**src/merge_pkg.sv**
```systemverilog
package merge_pkg;

   // ==============================
   // Sizing
   // ==============================

   localparam int KEY_W      = 32;
   localparam int TUPLE_N    = 16;  // Keys per tuple
   localparam int FIFO_DEPTH = 16;  // Power of two
   localparam int OUT_SLACK  = 3;   // Two network stages plus flush register

   // ==============================
   // Types
   // ==============================

   // Key 0 is the smallest
   typedef logic [TUPLE_N-1:0][KEY_W-1:0] tuple_t;

   // Network working vector, picked tuple low, reversed held tuple high
   typedef logic [2*TUPLE_N-1:0][KEY_W-1:0] wide_t;

   // Travels with the vector through both stages
   typedef struct packed {
      logic valid;  // Merge in this stage
      logic emit;   // Lower half goes out
      logic term;   // End of streams, flush then terminator
   } stage_ctl_t;

endpackage

```
**src/merge_control.sv**
```systemverilog
`timescale 1ns/1ps

module merge_control (
   input  logic                   i_clk,
   input  logic                   i_arst_n,
   input  merge_pkg::tuple_t      i_a_head,
   input  logic                   i_a_empty,
   input  merge_pkg::tuple_t      i_b_head,
   input  logic                   i_b_empty,
   input  logic                   i_out_almost_full,
   output logic                   o_pop_a,
   output logic                   o_pop_b,
   output logic                   o_sel_a,
   output merge_pkg::stage_ctl_t  o_ctl
);

   typedef enum logic [1:0] {
      ST_PRIME,  // Nothing held yet
      ST_MERGE,
      ST_WAIT,   // Result still in the network
      ST_FLUSH   // Held tuple and terminator going out
   } state_t;

   state_t     state;
   state_t     state_nxt;
   logic [1:0] flush_cnt;
   logic       a_term;
   logic       b_term;
   logic       both_term;
   logic       a_first;
   logic       heads_ok;

   // ==============================
   // Head compare
   // ==============================

   assign a_term    = (i_a_head[0] == '0);
   assign b_term    = (i_b_head[0] == '0);
   assign both_term = a_term & b_term;

   // A terminator ranks above every real key
   assign a_first = b_term | (!a_term & (i_a_head[0] <= i_b_head[0]));

   // Both heads must be visible to know which is smaller
   assign heads_ok = !i_a_empty & !i_b_empty & !i_out_almost_full;

   // ==============================
   // FSM
   // ==============================

   always_comb begin
      state_nxt = state;
      o_ctl     = '0;
      case (state)
         ST_PRIME, ST_MERGE: begin
            if (heads_ok) begin
               o_ctl.valid = 1'b1;
               o_ctl.emit  = (state == ST_MERGE);  // Prime result is only held
               o_ctl.term  = both_term;
               state_nxt   = both_term ? ST_FLUSH : ST_WAIT;
            end
         end
         ST_WAIT: state_nxt = ST_MERGE;
         ST_FLUSH: begin
            if (flush_cnt == 2'd0) state_nxt = ST_PRIME;
         end
         default: state_nxt = ST_PRIME;
      endcase
   end

   always_ff @(posedge i_clk or negedge i_arst_n) begin
      if (!i_arst_n) begin
         state     <= ST_PRIME;
         flush_cnt <= 2'd0;
      end else begin
         state <= state_nxt;
         if (o_ctl.valid && o_ctl.term) begin
            flush_cnt <= 2'd2;  // Covers network and the two output writes
         end else if (state == ST_FLUSH && flush_cnt != 2'd0) begin
            flush_cnt <= flush_cnt - 2'd1;
         end
      end
   end

   // Both terminators leave together
   assign o_pop_a = o_ctl.valid & (a_first | both_term);
   assign o_pop_b = o_ctl.valid & (!a_first | both_term);
   assign o_sel_a = a_first;

   // A head that is not popped stays in place
   a_head_hold_a : assert property (
      @(posedge i_clk) disable iff (!i_arst_n)
         (!i_a_empty && !o_pop_a) |=> (!i_a_empty && $stable(i_a_head))
   ) else $error("merge_control: head A changed without a pop");

   a_head_hold_b : assert property (
      @(posedge i_clk) disable iff (!i_arst_n)
         (!i_b_empty && !o_pop_b) |=> (!i_b_empty && $stable(i_b_head))
   ) else $error("merge_control: head B changed without a pop");

endmodule

```
**config.mk**
```make
export PLATFORM = sky130hd
export DESIGN_NAME = merge_control
export DESIGN_NICKNAME = d
export VERILOG_FILES = /design/src/merge_pkg.sv /design/src/merge_control.sv
export SDC_FILE = /design/constraint.sdc
export NUM_CORES = 1
export LEC_CHECK = 0
export BUFFER_PORTS_ARGS = -buffer_cell sky130_fd_sc_hd__buf_4
export CAP_MARGIN = 25
export CORE_AREA = 2 2 400 402
export DETAILED_ROUTE_END_ITERATION = 12
export DIE_AREA = 0 0 402 404
export PLACE_DENSITY = 0.3
export RECOVER_POWER = 50
export SYNTH_ARGS = -nofsm -noshare
export SYNTH_HDL_FRONTEND = slang
export SYNTH_SLANG_ARGS = --single-unit
export TNS_END_PERCENT = 10
```
**constraint.sdc**
```tcl
create_clock -name i_clk -period 3.6 [get_ports i_clk]
set_input_delay 0.36 -clock i_clk [delete_from_list [all_inputs] [get_ports i_clk]]
set_output_delay 0.36 -clock i_clk [all_outputs]
set_load 0.005 [all_outputs]
```
### After elaboration in Yosys (flattened, before gate mapping)

Cells that the tools add are included.

| storage, ports and cells | value |
|---|---|
| flip-flop bits (word level) | 4 |

| operators by class | value |
|---|---|
| mux-type cells | 8 |
| bitwise logic cells | 9 |
| order comparisons | 1 |
| reductions and logical operators | 15 |
| eq/ne operators | 5 |
| add/subtract/negate cells | 1 |

Operators with widths:

| operator | count |
|---|---|
| 32-bit logical NOT | 2 |
| 32-bit less-or-equal comparator | 1 |
| 2-bit 2-to-1 mux | 4 |
| 1-bit bitwise AND | 6 |
| 3-bit 2-to-1 mux | 2 |
| 2-bit case mux with 3 select lines | 1 |
| 1-bit logical NOT | 5 |
| 2-bit == test, second input constant | 2 |
| 2-bit logical NOT | 2 |
| 2-bit inequality test, second input constant | 2 |
| 2-bit nonzero test | 2 |
| 1-bit bitwise OR | 3 |
| 2-bit by 1-bit == test with 1-bit output, second input constant | 1 |
| 1-bit logical AND | 2 |
| 2-bit AND reduction | 1 |
| 2-bit OR reduction | 1 |
| 2-bit by 1-bit subtractor with 2-bit output, second input constant | 1 |
| 1-bit 2-to-1 mux | 1 |

### Logic depth before layout (Yosys ltp)

| depth | value |
|---|---|
| depth after elaboration | 7 |
| depth in mapped cells | 8 |
| depth with buffers taken out | 8 |

### Worst setup path before layout

OpenSTA, ideal clock, no wires.

| path | value |
|---|---|
| path kind | input to output |
| start | input port i_b_head[30] (netlist bit) |
| end | output port o_pop_a |
| data arrival time | 1.890 ns |
| stages on the path | 8 |
| path buffers | 0 |
| data required time | 3.240 ns |
| path slack | 1.350 ns |
| cells stage by stage | inv_1 -> ha_1 -> a21oi_2 -> nand2_1 -> a221o_1 -> a211o_1 -> or3_1 -> o21ai_1 |

| on the way | value |
|---|---|
| cells in the longest elaborated chain, start to end | 5 |

RTL lines:

| what | RTL line | text |
|---|---|---|
| start, declared | merge_control.sv:8 | `input merge_pkg::tuple_t i_b_head,` |
| 32-bit less-or-equal comparator | merge_control.sv:42 | `assign a_first = b_term \| (!a_term & (i_a_head[0] <= i_b_head[0]));` |
| 1-bit bitwise AND | merge_control.sv:42 |  |
| 1-bit bitwise OR | merge_control.sv:42 |  |
| 1-bit bitwise OR * | merge_control.sv:86 | `assign o_pop_a = o_ctl.valid & (a_first \| both_term);` |
| 1-bit bitwise AND * | merge_control.sv:86 |  |
| end, declared | merge_control.sv:11 | `output logic o_pop_a,` |

Mark *: on every way between the ends. The rest lies on a longest branch, timed or not.

### Worst setup path in the final report

| path | value |
|---|---|
| start | input port i_a_head[30] (netlist bit) |
| end | output port o_pop_b |

| on the way | value |
|---|---|
| cells in the longest elaborated chain, start to end | 7 |

RTL lines:

| what | RTL line | text |
|---|---|---|
| start, declared | merge_control.sv:6 | `input merge_pkg::tuple_t i_a_head,` |
| branches (longest 5 deep; another with 32-bit less-or-equal comparator) | - |  |
| 1-bit bitwise OR * | merge_control.sv:87 | `assign o_pop_b = o_ctl.valid & (!a_first \| both_term);` |
| 1-bit bitwise AND * | merge_control.sv:87 |  |
| end, declared | merge_control.sv:12 | `output logic o_pop_b,` |

Every way passes the cells marked *.

==> run metrics <==
status=finished clean; Longest Clk Path Bufs=2; Max VDD drop=230 uV; delay-heaviest family, CP=simple AND/OR/NAND/NOR gates; H-tree levels=1; Routed WL per cell=4.17 um; DR DRC count=0; Tmin final=2.93 ns; synthesized cell area=1240 um2; largest net degree at the start of global routing=7; WL final=9.69 mm; Slew @ Worst Pin=0.534 ns; crit-path cells=buf_4, ha_1, nand4_2, nor4_4, buf_4, nand4_1, buf_4, nor3b_2, a22o_1, a21o_1, buf_4; starting density of the core=0.00785; Clock Latency Late Sink=0.22 ns; crit path max fanout=4; area share of the leading cell type in the synthesized netlist=0.333; Hold Crit Depth=2; CP Launch Type=input port; clk slew on worst S/H paths=0.03 ns; Slew HR=0.644; RSZ-0062 raised after global routing=false; Post-Route Utilization=0.0285; pwr/cell area=107 nW/um2; grt ovf=0; Fin. Hold Viols=0; Mapped Cells=167; Vias/cell=0.650; Leakage=1.09 nW; postcts setup bufs=0; antenna violations before repair=9; most frequent cells in the layout=buf_4, inv_1, ha_1; HP Class=reg2reg; largest area contributor in the netlist=ha_1; core area=158,000 um2; die area=162,000 um2; Final setup viols=0; clock skew=0.00163 ns; buffers and inverters on the worst path=4; # port buffers=74; first-iteration detailed-routing DRC count=43; max frequency=341 MHz; part of the cycle the worst path needs=0.814; Crit. End Element=output port; IO Count=1,035; Die Span Y=404 um; Vias=1,511; Top cell by count, worst path=buf_4; sequential area share after synthesis=0.0808; Rows=146; post-synth cell types=34; CP max stage delay=0.36 ns; GPL Wtd Cong=0.644; Nets=1,314; Area Growth Syn to Fin=263%; CTS tree=built; setup TNS=0 ns; syn_nets=1,229; layout cell share with drive strength beyond 1=0.352; max-capacitance violation count=0; commonest non-fill, non-tap cell in the layout=buf_4; DP Wirelength=9.37 mm; Seq cells post-synth=4; Yosys warnings=0; reg-to-reg setup timing slack=1.92 ns; CP max stage cell=nor4_4; clk sink count=4; synth top area cells=ha_1, inv_1, dfrtp_1; Crit. path cell count=11; DR pass1 iterations=4; vias in the first global route=1,575; GRT Resource Usage Total=0.0117; first-pass GRT wire length=12.8 mm; Antenna Nets Post-Route=0; WHS=0.504 ns; worst r2r path cells=5; CP required=3.24 ns; Die X=402 um; TritonCTS Buffers=3; CP arrival=2.57 ns; CP Class=in2out; Root Buffer=clkbuf_16; Mapped Avg Cell Area=7.42 um2; Slew Viols, Final=0
[cells by family after synthesis]
kind of cell / after synthesis / synth area share
fa+ha+maj: 33 / 0.333
compound gates: 32 / 0.163
simple gates: 60 / 0.304
buf+inv: 37 / 0.112
xor+xnor: 1 / 0.00707
flops: 4 / 0.0808
[path summary, 6_finish.rpt]
kind / startpoint / to
worst min register to register: flush_cnt[1] / flush_cnt[1]
max in group asynchronous: i_arst_n / flush_cnt[0]
min in group asynchronous: i_arst_n / state[1]
worst max-delay path: i_a_head[30] / o_pop_b
worst max register to register: state[1] / flush_cnt[0]
worst min-delay path: flush_cnt[1] / flush_cnt[1]
[power by group]
| group | switching, mW | internal (mW) | leakage (nW) |
|---|---|---|---|
| combinational | 0.116 | 0.117 | 1.01 |
| sequential | 0.0114 | 0.0649 | 0.0489 |
| clock | 0.0299 | 0.142 | 0.0370 |
[cell type report]
cell class,count,area (um2)
flip-flops and latches,4,100
diodes,2,5.00
fillers,18954,153000
repair buffers,80,596
multi-input cells,126,988
inverters,37,139
clock buffers,3,75.1
well taps,2072,2590
[worst register-to-register path, delay by kind of cell, from the launching register on]
kind / cells / cell delay, ns
buffers and inverters: 2 / 0.29
AND/OR/NAND/NOR: 3 / 0.89
flip-flops: 1 / 0.39
[flip-flops by register name, summed over array words and instances, names as in the netlist]
signal / cells
state: 2
flush_cnt: 2
[cells in the mapped netlist]
master and n:
a22o_1 1, a211o_1 1, inv_2 2, a221o_1 1
nand3b_1 1, a21o_1 3, o2bb2ai_1 1, or3_1 1
a21oi_1 13, o21ai_2 1, a211oi_1 1, o31ai_1 1
o21ai_0 4, nor2_1 5, inv_1 35, nor4_4 1
xnor2_1 1, nand4_1 10, ha_1 33, a21oi_2 1
dfrtp_1 4, o211ai_1 1, o21a_1 1, nor3b_2 1
nor4_1 16, o21ai_1 2, nand3_1 7, nor3_1 1
nor2_4 2, nand4_2 1, or4_4 1, nand2_1 10
and2_1 1, and4_1 2
[metal layers]
layer / track usage / vias up / share of wire
met1: 0.0216 / 624 / 0.61
met2: 0.00783 / 81 / 0.17
met3: 0.00826 / 12 / 0.22
li1: - / 784 / -
met5: 0 / - / 0.0060
met4: 0.00119 / 10 / 0.0020
[what timing repair did]
action	CTS	global route
hold buffers	1	0
resized for setup	0	0
endpoints found under the hold margin	4	0
[stage by stage]
| stage | power, mW | area [um2] | setup WS [ns] | cells |
|---|---|---|---|---|
| final | 0.481 | 4500 | 0.671 | 2324 |
| after floorplan | 0.190 | 1240 | 1.35 | 167 |
| after CTS | 0.492 | 4510 | 0.538 | 2322 |
| after global placement | 0.316 | 4420 | 0.560 | 2318 |
| after global routing | 0.530 | 4490 | 0.411 | 2322 |
| after detailed placement | 0.315 | 4420 | 0.544 | 2318 |
Power figures use the tool's default switching activity.
